**src/program.hex**
```
// One 32-bit instruction word per line, in address order
// Line n holds the word at byte address 4*n
40220403
4080B405
A4C70008
E4200001
B4C70010
C3E00002
6BFB0000
4109040A
407FF40B
D3400001
40210401
F8600000
F49FFFF3
B45E0000

```
**src/source/frontend_pkg.sv**
```systemverilog
package frontend_pkg;

	// Instruction queue depth in packets
	localparam int IQ_SIZE = 10;
	// Occupancy counter must also hold the value IQ_SIZE
	localparam int IQ_CNT_W = $clog2(IQ_SIZE + 1);

	// Branch tags come from a wrapping order index
	localparam int OBQ_SIZE = 8;
	localparam int BR_IDX_W = $clog2(OBQ_SIZE);

	// Instruction ROM, word addressed
	localparam int ROM_DEPTH = 64;
	localparam int ROM_AW = $clog2(ROM_DEPTH);

	// addq r31, r31, r31
	localparam logic [31:0] NOOP_INST = 32'h43ff_041f;

	// Major opcodes in ir[31:26]
	typedef enum logic [5:0] {
		OP_INTA = 6'h10,
		OP_JMP  = 6'h1a,
		OP_LDQ  = 6'h29,
		OP_STQ  = 6'h2d,
		OP_BR   = 6'h30,
		OP_BSR  = 6'h34,
		OP_BEQ  = 6'h39,
		OP_BLT  = 6'h3a,
		OP_BNE  = 6'h3d,
		OP_BGE  = 6'h3e
	} alpha_opcode_e;

	typedef enum logic [2:0] {
		CLASS_ALU,
		CLASS_LOAD,
		CLASS_STORE,
		CLASS_COND_BR,
		CLASS_UNCOND_BR,
		CLASS_JUMP,
		CLASS_ILLEGAL
	} op_class_e;

	typedef struct packed {
		logic                en;
		logic                cond;
		logic                direct;
		logic                ret;
		logic [63:0]         pc;
		logic [63:0]         pred_pc;
		logic [BR_IDX_W-1:0] br_idx;
		logic                prediction;
	} branch_info_t;

	// One queue slot
	typedef struct packed {
		logic         valid_inst;
		logic [63:0]  npc;
		logic [31:0]  ir;
		branch_info_t branch_inst;
	} inst_q_t;

	// Empty slot, carries a noop
	localparam inst_q_t EMPTY_INST_Q = '{
		valid_inst:  1'b0,
		npc:         64'h0,
		ir:          NOOP_INST,
		branch_inst: '0
	};

	typedef struct packed {
		logic         valid;
		logic [63:0]  npc;
		op_class_e    op_class;
		logic [4:0]   ra;
		logic [4:0]   rb;
		logic [4:0]   rc;
		logic         lit_en;
		logic [7:0]   lit;
		branch_info_t branch_inst;
	} decoded_inst_t;

endpackage

```
**src/source/branch_predecode.sv**
```systemverilog
module branch_predecode (
	input  logic                  clock,
	input  logic                  br_tag_rst,
	input  logic [31:0]           rom_word,
	input  logic [63:0]           rom_pc,
	input  logic                  rom_valid,
	output frontend_pkg::inst_q_t if_inst,
	output logic                  fetch_valid,
	output logic                  pred_taken,
	output logic [63:0]           pred_target
);

	import frontend_pkg::*;

	alpha_opcode_e       opcode;
	logic [20:0]         disp;
	logic [63:0]         npc;
	logic [63:0]         target;
	branch_info_t        br_info;
	// Next branch tag to hand out
	logic [BR_IDX_W-1:0] br_tag;

	assign opcode = alpha_opcode_e'(rom_word[31:26]);
	assign disp   = rom_word[20:0];
	assign npc    = rom_pc + 64'd4;

	// Branch displacement counts words from npc
	assign target = npc + {{41{disp[20]}}, disp, 2'b00};

	always_comb begin
		br_info = '0;
		case (opcode)
			// Unconditional direct, always taken
			OP_BR, OP_BSR: begin
				br_info.en         = 1'b1;
				br_info.direct     = 1'b1;
				br_info.prediction = 1'b1;
			end
			// Backward taken, forward not taken
			OP_BEQ, OP_BNE, OP_BLT, OP_BGE: begin
				br_info.en         = 1'b1;
				br_info.cond       = 1'b1;
				br_info.direct     = 1'b1;
				br_info.prediction = disp[20];
			end
			// Indirect group, target unknown here so fall through
			OP_JMP: begin
				br_info.en  = 1'b1;
				br_info.ret = 1'b1;
			end
			default: begin
				br_info = '0;
			end
		endcase
		if (br_info.en) begin
			br_info.pc      = rom_pc;
			br_info.pred_pc = target;
			br_info.br_idx  = br_tag;
		end
	end

	assign if_inst = '{
		valid_inst:  rom_valid,
		npc:         npc,
		ir:          rom_word,
		branch_inst: br_info
	};

	assign fetch_valid = rom_valid;
	assign pred_taken  = rom_valid & br_info.en & br_info.prediction;
	assign pred_target = target;

	// Tag counter wraps at OBQ_SIZE
	always_ff @(posedge clock) begin
		if (br_tag_rst) begin
			br_tag <= '0;
		end else if (rom_valid && br_info.en) begin
			if (br_tag == BR_IDX_W'(OBQ_SIZE - 1)) begin
				br_tag <= '0;
			end else begin
				br_tag <= br_tag + 1'b1;
			end
		end
	end

endmodule

```
**src/source/fetch_pc_gen.sv**
```systemverilog
module fetch_pc_gen (
	input  logic        clock,
	input  logic        rst,
	input  logic        iq_full,
	input  logic        branch_incorrect,
	input  logic [63:0] redirect_pc,
	input  logic        pred_taken,
	input  logic [63:0] pred_target,
	output logic [63:0] fetch_pc,
	output logic        fetch_req
);

	// Set one cycle after reset drops, so fetch starts at PC 0
	logic        fetch_on;
	logic [63:0] next_pc;

	// No fetch while the queue is nearly full
	// A taken prediction skips the wrong-path word after the branch
	// A redirect squashes the word fetched in the same cycle
	assign fetch_req = fetch_on & ~iq_full & ~pred_taken & ~branch_incorrect;

	always_comb begin
		next_pc = fetch_pc;
		// Misprediction redirect has top priority
		if (branch_incorrect) begin
			next_pc = redirect_pc;
		// Predicted target still steers under iq_full
		end else if (pred_taken) begin
			next_pc = pred_target;
		// Sequential only when this PC was really fetched
		end else if (fetch_req) begin
			next_pc = fetch_pc + 64'd4;
		end
	end

	always_ff @(posedge clock) begin
		if (rst) begin
			fetch_pc <= 64'h0;
			fetch_on <= 1'b0;
		end else begin
			fetch_pc <= next_pc;
			fetch_on <= 1'b1;
		end
	end

	// Redirect and predicted targets must keep the PC on a word boundary
	pc_aligned_a: assert property (
		@(posedge clock) disable iff (rst)
		fetch_pc[1:0] == 2'b00
	) else $error("fetch_pc not word aligned: %h", fetch_pc);

endmodule

```
**src/source/frontend_top.sv**
```systemverilog
module frontend_top (
	input  logic                        clock,
	input  logic                        rst,
	input  logic                        dispatch_no_hazard,
	input  logic                        branch_incorrect,
	input  logic [63:0]                 redirect_pc,
	output frontend_pkg::decoded_inst_t decoded,
	output logic                        iq_full
);

	import frontend_pkg::*;

	// PC generator to ROM
	logic [63:0] fetch_pc;
	logic        fetch_req;

	// ROM to predecode
	logic [31:0] rom_word;
	logic        rom_valid;
	logic [63:0] rom_pc;

	// Predecode to queue and PC generator
	inst_q_t     if_inst;
	logic        fetch_valid;
	logic        pred_taken;
	logic [63:0] pred_target;

	// Queue head to decode
	inst_q_t     if_inst_out;

	fetch_pc_gen fetch_pc_gen_i (
		.clock            (clock),
		.rst              (rst),
		.iq_full          (iq_full),
		.branch_incorrect (branch_incorrect),
		.redirect_pc      (redirect_pc),
		.pred_taken       (pred_taken),
		.pred_target      (pred_target),
		.fetch_pc         (fetch_pc),
		.fetch_req        (fetch_req)
	);

	inst_rom inst_rom_i (
		.clock            (clock),
		.fetch_pc         (fetch_pc),
		.fetch_req        (fetch_req),
		.branch_incorrect (branch_incorrect),
		.rom_word         (rom_word),
		.rom_valid        (rom_valid),
		.rom_pc           (rom_pc)
	);

	// Tag counter restarts only with the core reset
	branch_predecode branch_predecode_i (
		.clock       (clock),
		.br_tag_rst  (rst),
		.rom_word    (rom_word),
		.rom_pc      (rom_pc),
		.rom_valid   (rom_valid),
		.if_inst     (if_inst),
		.fetch_valid (fetch_valid),
		.pred_taken  (pred_taken),
		.pred_target (pred_target)
	);

	inst_queue inst_queue_i (
		.clock              (clock),
		.rst                (rst),
		.fetch_valid        (fetch_valid),
		.if_inst_in         (if_inst),
		.dispatch_no_hazard (dispatch_no_hazard),
		.branch_incorrect   (branch_incorrect),
		.inst_queue_full    (iq_full),
		.if_inst_out        (if_inst_out)
	);

	inst_decoder inst_decoder_i (
		.clock            (clock),
		.rst              (rst),
		.branch_incorrect (branch_incorrect),
		.if_inst_out      (if_inst_out),
		.decoded          (decoded)
	);

endmodule

```
**src/source/inst_decoder.sv**
```systemverilog
module inst_decoder (
	input  logic                        clock,
	input  logic                        rst,
	input  logic                        branch_incorrect,
	input  frontend_pkg::inst_q_t       if_inst_out,
	output frontend_pkg::decoded_inst_t decoded
);

	import frontend_pkg::*;

	alpha_opcode_e opcode;
	logic [31:0]   ir;
	decoded_inst_t dec_next;

	assign ir     = if_inst_out.ir;
	assign opcode = alpha_opcode_e'(ir[31:26]);

	always_comb begin
		dec_next             = '0;
		dec_next.valid       = if_inst_out.valid_inst;
		dec_next.npc         = if_inst_out.npc;
		dec_next.branch_inst = if_inst_out.branch_inst;
		// Default field layout, r31 where a field is unused
		dec_next.ra          = ir[25:21];
		dec_next.rb          = ir[20:16];
		dec_next.rc          = 5'd31;
		case (opcode)
			OP_INTA: begin
				dec_next.op_class = CLASS_ALU;
				dec_next.rc       = ir[4:0];
				// Literal form replaces rb with an 8-bit constant
				if (ir[12]) begin
					dec_next.lit_en = 1'b1;
					dec_next.lit    = ir[20:13];
					dec_next.rb     = 5'd31;
				end
			end
			OP_LDQ: begin
				dec_next.op_class = CLASS_LOAD;
			end
			OP_STQ: begin
				dec_next.op_class = CLASS_STORE;
			end
			OP_BEQ, OP_BNE, OP_BLT, OP_BGE: begin
				dec_next.op_class = CLASS_COND_BR;
				dec_next.rb       = 5'd31;
			end
			OP_BR, OP_BSR: begin
				dec_next.op_class = CLASS_UNCOND_BR;
				dec_next.rb       = 5'd31;
			end
			// Target register in rb
			OP_JMP: begin
				dec_next.op_class = CLASS_JUMP;
			end
			default: begin
				dec_next.op_class = CLASS_ILLEGAL;
			end
		endcase
	end

	always_ff @(posedge clock) begin
		decoded <= dec_next;
		// Flush kills the instruction in flight
		if (rst || branch_incorrect) begin
			decoded.valid <= 1'b0;
		end
	end

	// Program in the ROM holds only recognized opcodes
	legal_class_a: assert property (
		@(posedge clock) disable iff (rst)
		decoded.valid |-> decoded.op_class != CLASS_ILLEGAL
	) else $error("illegal opcode decoded at npc %h", decoded.npc);

endmodule

```
**src/source/inst_queue.sv**
```systemverilog
module inst_queue (
	input  logic                  clock,
	input  logic                  rst,
	input  logic                  fetch_valid,
	input  frontend_pkg::inst_q_t if_inst_in,
	input  logic                  dispatch_no_hazard,
	input  logic                  branch_incorrect,
	output logic                  inst_queue_full,
	output frontend_pkg::inst_q_t if_inst_out
);

	import frontend_pkg::*;

	// Slot 0 is the head, tail counts valid slots
	inst_q_t [IQ_SIZE-1:0] queue;
	inst_q_t [IQ_SIZE-1:0] next_queue;
	logic [IQ_CNT_W-1:0]   tail;
	logic [IQ_CNT_W-1:0]   next_tail;
	// Occupancy after both enqueue and dispatch
	logic [IQ_CNT_W-1:0]   out_tail;
	logic                  enq;
	logic                  deq;

	// Word arriving at a completely full queue is dropped
	assign enq = fetch_valid && (tail != IQ_CNT_W'(IQ_SIZE));
	// Dispatch only entries already stored
	assign deq = dispatch_no_hazard && (tail != '0);

	// Enqueue stage
	always_comb begin
		next_queue = queue;
		next_tail  = tail;
		if (enq) begin
			next_queue[tail] = if_inst_in;
			next_tail        = tail + 1'b1;
		end
		out_tail = deq ? next_tail - 1'b1 : next_tail;
	end

	// Dispatch stage, shifts the head out
	always_ff @(posedge clock) begin
		if (rst || branch_incorrect) begin
			for (int i = 0; i < IQ_SIZE; i++) begin
				queue[i] <= EMPTY_INST_Q;
			end
			tail            <= '0;
			inst_queue_full <= 1'b0;
			if_inst_out     <= EMPTY_INST_Q;
		end else begin
			tail <= out_tail;
			// Early full keeps one slot for the word already in the ROM
			inst_queue_full <= out_tail >= IQ_CNT_W'(IQ_SIZE - 1);
			if (deq) begin
				if_inst_out <= queue[0];
				for (int i = 0; i < IQ_SIZE - 1; i++) begin
					queue[i] <= next_queue[i + 1];
				end
				queue[IQ_SIZE-1] <= EMPTY_INST_Q;
			end else begin
				// Hazard or empty, nothing leaves
				if_inst_out <= EMPTY_INST_Q;
				queue       <= next_queue;
			end
		end
	end

	tail_bound_a: assert property (
		@(posedge clock) disable iff (rst)
		tail <= IQ_CNT_W'(IQ_SIZE)
	) else $error("queue tail %0d beyond IQ_SIZE", tail);

	// Early full and fetch stall together must leave room for every fetched word
	no_overflow_a: assert property (
		@(posedge clock) disable iff (rst)
		fetch_valid |-> tail != IQ_CNT_W'(IQ_SIZE)
	) else $error("enqueue dropped at full occupancy");

endmodule

```
**src/source/inst_rom.sv**
```systemverilog
module inst_rom (
	input  logic        clock,
	input  logic [63:0] fetch_pc,
	input  logic        fetch_req,
	input  logic        branch_incorrect,
	output logic [31:0] rom_word,
	output logic        rom_valid,
	output logic [63:0] rom_pc
);

	import frontend_pkg::*;

	logic [31:0]       mem [ROM_DEPTH];
	logic [ROM_AW-1:0] word_addr;

	initial begin
		$readmemh("/design/src/program.hex", mem);
	end

	// Byte PC to word index, upper bits wrap
	assign word_addr = fetch_pc[ROM_AW+1:2];

	always_ff @(posedge clock) begin
		// Word and its PC only load on a real fetch
		if (fetch_req) begin
			rom_word <= mem[word_addr];
			rom_pc   <= fetch_pc;
		end
		// Word fetched during a flush is stale
		rom_valid <= fetch_req & ~branch_incorrect;
	end

endmodule
```
**config.mk**
```make
export PLATFORM = sky130hd
export DESIGN_NAME = frontend_top
export DESIGN_NICKNAME = d
export VERILOG_FILES = /design/src/source/frontend_pkg.sv /design/src/source/branch_predecode.sv /design/src/source/fetch_pc_gen.sv /design/src/source/frontend_top.sv /design/src/source/inst_decoder.sv /design/src/source/inst_queue.sv /design/src/source/inst_rom.sv
export SDC_FILE = /design/constraint.sdc
export NUM_CORES = 2
export LEC_CHECK = 0
export BUFFER_PORTS_ARGS = -buffer_cell sky130_fd_sc_hd__buf_4
export CAP_MARGIN = 20
export CORE_MARGIN = 1.5
export CORE_UTILIZATION = 57
export CTS_CLUSTER_DIAMETER = 40
export CTS_CLUSTER_SIZE = 8
export DETAILED_ROUTE_END_ITERATION = 16
export GPL_TIMING_DRIVEN = 0
export HOLD_SLACK_MARGIN = 0.05
export PLACE_DENSITY_LB_ADDON = 0.08
export SYNTH_ARGS = -nofsm -noshare
export SYNTH_HDL_FRONTEND = slang
export SYNTH_SLANG_ARGS = --single-unit
```
**constraint.sdc**
```tcl
create_clock -name clock -period 4.5 [get_ports clock]
set_input_delay 1.125 -clock clock [delete_from_list [all_inputs] [get_ports clock]]
set_output_delay 1.125 -clock clock [all_outputs]
set_load 0.1 [all_outputs]
```
* Yosys cells after proc, flatten, opt, wreduce, memory -nomap -nowiden
Index checks and enable logic that the tools add are counted.
** Storage, ports and cells
- Register bits :: 2961
- Input port bits :: 68
- Output and inout bits :: 229
- Word-level logic and storage cells :: 223
** Operators by class
- Add/sub/neg operators :: 6
- $lt $le $gt $ge :: 3
- Eq/ne operators :: 19
- Muxes and demuxes :: 22
- Bitwise gates (word level) :: 10
- Reduce and logical (&&, ||, !) cells :: 18
** Operator list (number)
- bitwise mux 2330 bit :: 1
- 2-to-1 mux 2330 bit :: 1
- 2-to-1 mux 2097 bit :: 1
- demux 233 bit (select 4 bit) :: 1
- 2-to-1 mux 233 bit :: 1
- 2-to-1 mux 64 bit :: 3
- 2-to-1 mux 131 bit :: 1
- adder 64 x 3 -> 64 bit (second input constant) :: 2
- == test 6 bit (second input constant) :: 14
- adder 64 bit :: 1
- == test 6 x 5 -> 1 bit (second input constant) :: 3
- one-hot mux 3 bit (6 select lines) :: 1
- OR reduction 6 bit :: 2
- one-hot mux 5 bit (2 select lines) :: 1
- 2-to-1 mux 9 bit :: 1
- 2-to-1 mux 4 bit :: 2
- OR reduction 2 bit :: 4
- OR reduction 4 bit :: 2
- OR reduction 7 bit :: 1
- AND 1 bit :: 6
- < comparator 4 x 5 -> 1 bit (second input constant) :: 1
- 2-to-1 mux 1 bit :: 5
- 2-to-1 mux 5 bit :: 1
- adder 4 x 1 -> 4 bit (second input constant) :: 1
- other kinds (15) :: 21

* Depth between registers and ports, before layout
- Word-level depth :: 11
- Mapped depth :: 11
- Mapped depth without buffers :: 9

* Cells and area by module
A second synthesis with hierarchy kept.
** Unflattened totals
- Cell total of the unflattened synthesis :: 15066
- Area, all modules :: 127549.8 um^2
** Modules (own cells, without submodules)
- inst_queue :: instances 1, cells an instance 13074, area each 109182.2 um^2, sequential area each 51409.3 um^2
- branch_predecode :: instances 1, cells an instance 1005, area each 6616.3 um^2, sequential area each 60.1 um^2
- inst_decoder :: instances 1, cells an instance 282, area each 4952.2 um^2, sequential area each 4564.4 um^2
- fetch_pc_gen :: instances 1, cells an instance 606, area each 4599.4 um^2, sequential area each 1301.2 um^2
- inst_rom :: instances 1, cells an instance 99, area each 2199.6 um^2, sequential area each 1941.9 um^2

* Least setup slack after synthesis
Ideal clock, no wire load.
- Path type :: input port to flip-flop
- Start :: input branch_incorrect
- End :: register inst_rom_i.rom_pc[0] (enable)
- Setup time :: 0.429 ns
- Data arrival time :: 3.529 ns
- Required time :: 4.071 ns
- Slack :: 0.541 ns
- Stages on the path :: 5
- Path buffers :: 3
- Path through :: clkbuf_1 inv_1 clkbuf_1 clkbuf_1 and2_1
** On the way
- Longest elaborated chain between the ends :: 2
** RTL lines
- start: declaration :: line frontend_top.sv:5 : input logic branch_incorrect,
- NOT 1 bit :: line fetch_pc_gen.sv:20 : assign fetch_req = fetch_on & ~iq_full & ~pred_taken & ~branch_incorrect;
- AND 1 bit :: line fetch_pc_gen.sv:20
- via fetch_pc_gen_i.fetch_req :: line fetch_pc_gen.sv:10 : output logic fetch_req
- end signal: assignment :: line inst_rom.sv:27 : rom_pc <= fetch_pc;
- end: declaration :: line inst_rom.sv:8 : output logic [63:0] rom_pc
The timed path passes the listed nets, and every way through them passes these cells.
A chain may end at the register's enable or synchronous reset.

* Worst setup path after layout
- Start :: register inst_queue_i.tail[0]
- End :: register inst_queue_i.queue[367] in the netlist's numbering
** On the way
- Longest elaborated chain between the ends :: 7
- Elaborated cells on any way between the ends :: 12
- Classes of those cells :: order compare: 2; eq/ne: 1; mux: 5; reduce/logical: 4
** RTL lines
- start: declaration :: line inst_queue.sv:17 : logic [IQ_CNT_W-1:0] tail;
- start signal: assignment :: line inst_queue.sv:50 : tail <= out_tail;
- start signal: assignment :: line inst_queue.sv:69 : tail <= IQ_CNT_W'(IQ_SIZE)
- < comparator 4 x 5 -> 1 bit (not written as such) / greater-or-equal comparator 4 x 1 -> 1 bit (equally long branches) :: line inst_queue.sv:34 : next_queue[tail] = if_inst_in;
- logical AND 1 bit (not written as such) :: line inst_queue.sv:34
- 2-to-1 mux 233 bit (not written as such) :: line inst_queue.sv:34
- demux 233 bit (select 4 bit)
- bitwise mux 2330 bit :: line inst_queue.sv:34
- 2-to-1 mux 2330 bit :: line inst_queue.sv:33 : if (enq) begin
- 2-to-1 mux 2097 bit (*) :: line inst_queue.sv:53 : if (deq) begin
- end signal: indexed assignment :: line inst_queue.sv:56 : queue[i] <= next_queue[i + 1];
- end signal: assignment :: line inst_queue.sv:62 : queue <= next_queue;
- end: declaration :: line inst_queue.sv:15 : inst_q_t [IQ_SIZE-1:0] queue;
Mark *: on every way between the ends. The rest lies on a longest branch, timed or not. The select of a mux whose other input is x is not followed.

==> flow_summary.toml <==
[synthesis]
synth_edf_count = 64
yosys.cell_types.count = 71
ys_seq_area_frac = 0.6143
yosys.area.top_type = "dfxtp_1"
synth-main-ff-cell = "dfxtp_1"
ys.warnings.count = 0
postSynthCellCount = 9983
synth_area_sq_um = 93900
synthTopCellsByArea = "dfxtp_1, o22ai_1, nand2_1, clkbuf_1, nor2_1"
syn_nets = 10060
synth-seq-cells = 2849
synth_top_area_share = 0.5938
synthArstFlopShare = 0
avgSynthCellArea_sq_um = 9.405

[global_route]
antenna_found_initial = 20
gr-total-overflow = 0
grt_pass1_vias = 77440
grt_pass1_wl_um = 490900
grt_usage = 0.3884
grt_max_degree = 35

[layout]
post-route-util = 0.6871
seq_area_sq_um = 57680
drive_above_1_share = 0.08692
layout_commonest_cell = "dfxtp_1"
nFillCells = 12570
area_growth_pct = 19.38
final_net_count = 10860
multiInputGateArea_sq_um = 32910
final_cell_mix = "dfxtp_1, nand2_1, o22ai_1"

[detailed_routing]
first_pass_iters = 8
initialDrtViolationCount = 9397
num_vias = 81720
ant_nets = 0
viasPerCell = 6.246
drcViolationCount = 0
wl_um = 335800
wl_per_cell_um = 25.67

[timing]
fin_tns_setup_ns = -0.1334
fin_skew_ns = 0.06140
relSlewSlack = 0.0008291
tightest_slew_ns = 1.499
hold_violations = 0
period_share = 1.006
drv_slew = 0
hold_ws_ns = 0.3142
fmax_mhz = 220.8
rsz0062_at_grt = "false"
finalCriticalPeriod_ns = 4.529
layout_setup_ws_ns = -0.02885
setup_viol = 10

[setup_path]
crit_fanout = 10
worstSetupEndpointType = "register"
critPathLaunch = "inst_queue_i.tail[0]$_SDFF_PP0_"
worst_setup_path_start_kind = "register"
worst_ep_arrival_time_ns = 5.32
setup.worst_path.class = "register to register"
required_ns = 5.29
r2r-start = "inst_queue_i.tail[0]$_SDFF_PP0_"

[clocking]
cts_hold_buf = 0
cts_buffer_depth = 4
cts_tree = "yes"
insertion_delay_ns = 0.98
cts.sinks = 2849
cts_made_buffers = 431
htreeDepth = 5
clk_pin_slew_ns = 0.05
root_buffer = "clkbuf_16"

[placed_design]
gp_congestion = 1.035
dp_hpwl_um = 244300
io_buffers = 294

[die]
rows = 148
die_x_um = 408.9
start_util = 0.5755
dieArea_sq_um = 167200
core_sq_um = 163100
die_y_um = 408.9
io_pins = 297

[status]
violations = "setup timing"
status = "finished with violations"

[hold_path]
hold_start = "inst_queue_i.if_inst_out[108]$_SDFF_PP0_"
hold_class = "register to register"

[flow_run]
maxCapViolations = 0

[pwr]
power_leakage_uw = 0.04027
ir_drop_v = 0.0004937
p_per_area_nw_per_um2 = 503.9
## worst paths after layout
path / to / slack, ns / cells past startpoint
hold reg to reg: inst_decoder_i.decoded[108]$_DFF_P_ / 0.31 / 0
setup / recovery: inst_queue_i.queue[367]$_SDFF_PP0_ / -0.03 / 10
setup reg to reg: inst_queue_i.queue[367]$_SDFF_PP0_ / -0.03 / 10
hold / removal: inst_decoder_i.decoded[108]$_DFF_P_ / 0.31 / 0
## cells in the mapped netlist (14+ instances only)
master	n
xor2_1	51
and2_1	40
mux2i_1	88
a32oi_1	37
buf_1	66
and3_1	253
nor4_1	20
inv_1	29
o22ai_1	1415
a221oi_1	26
nand2_1	2031
or3_1	26
o32ai_1	31
a22o_1	107
nor3_1	31
dfxtp_1	2785
a31oi_1	20
nand3_1	74
and4_1	14
clkbuf_1	829
a21o_1	15
edfxtp_1	64
o211ai_1	28
a22oi_1	134
o221ai_1	14
xnor2_1	72
o21ai_0	484
a21oi_1	302
a211oi_1	52
nand4_1	50
nor2_1	673
a311oi_1	16
## metrics by stage
| stage | worst slack [ns] | area [sq um] | power [uW] | std cells |
|---|---|---|---|---|
| global placement | -2.638 | 98820 | 28040 | 12450 |
| global route | 0.02011 | 112100 | 57750 | 13080 |
| floorplan | 0.5413 | 93900 | 27140 | 9983 |
| CTS | 0.02342 | 111900 | 56450 | 13060 |
| finish | -0.02885 | 112100 | 56480 | 13080 |
| detailed placement | -0.5764 | 99950 | 28140 | 12510 |
## area by class of cell
cell class              count  area share
plain buffers             902     0.03080
repair buffers            365     0.02912
well taps                2175     0.02428
clock inverters            46    0.005224
multi-input cells        6203      0.2936
clock buffers             501      0.1012
flip-flops and latches   2849      0.5145
diodes                     13   0.0002902
inverters                  29   0.0009711
## report_power, final
group | internal, uW | leakage [uW] | switching, uW
logic | 470 | 0.0114 | 1650
registers | 25500 | 0.0231 | 147
clock network | 18000 | 0.00585 | 10700
## logic make-up after synthesis
logic type      count (synthesis)  share of synthesized area
simple gates                 3256                     0.1447
buf+inv                       931                    0.03747
xor+xnor                      123                    0.01147
flops                        2849                     0.6143
mux                            90                   0.009621
fa+ha+maj                       7                  0.0009327
compound gates               2727                     0.1815
## routing by layer
metal / global-route usage / share of wire / vias to the layer above
met5: 0 / 0.000057 / -
li1: - / - / 36810
met2: 0.5825 / 0.43 / 4228
met3: 0.1001 / 0.11 / 750
met4: 0.1645 / 0.043 / 2
met1: 0.5309 / 0.41 / 39920
## timing repair
item	CTS	global route
buffers inserted	0	0
hold endpoints to repair	0	0
resized for setup	13	11
setup endpoints to repair	296	398
pin swaps	0	0
## state kept, by name, summed over array words and instances (netlist names)
| register | flops |
|---|---|
| inst_queue_i.if_inst_out | 226 |
| inst_queue_i.queue | 2260 |
| fetch_pc_gen_i.fetch_on | 1 |
| inst_queue_i.inst_queue_full | 1 |
| inst_rom_i.rom_valid | 1 |
| inst_decoder_i.decoded | 228 |
| inst_queue_i.tail | 4 |
| inst_rom_i.rom_pc | 64 |
| fetch_pc_gen_i.fetch_pc | 64 |
## critical path: stages, from the launching register on
cell and delay, ns:
dfxtp_1 0.34, inv_1 0.13, ha_2 0.44, inv_1 0.10, o31a_1 0.41, nand2_1 0.49, clkbuf_1 0.44, clkbuf_1 0.34
clkbuf_1 0.86, clkbuf_2 0.60, o22ai_1 0.19
Note: power is estimated with default switching activity, not from simulation.
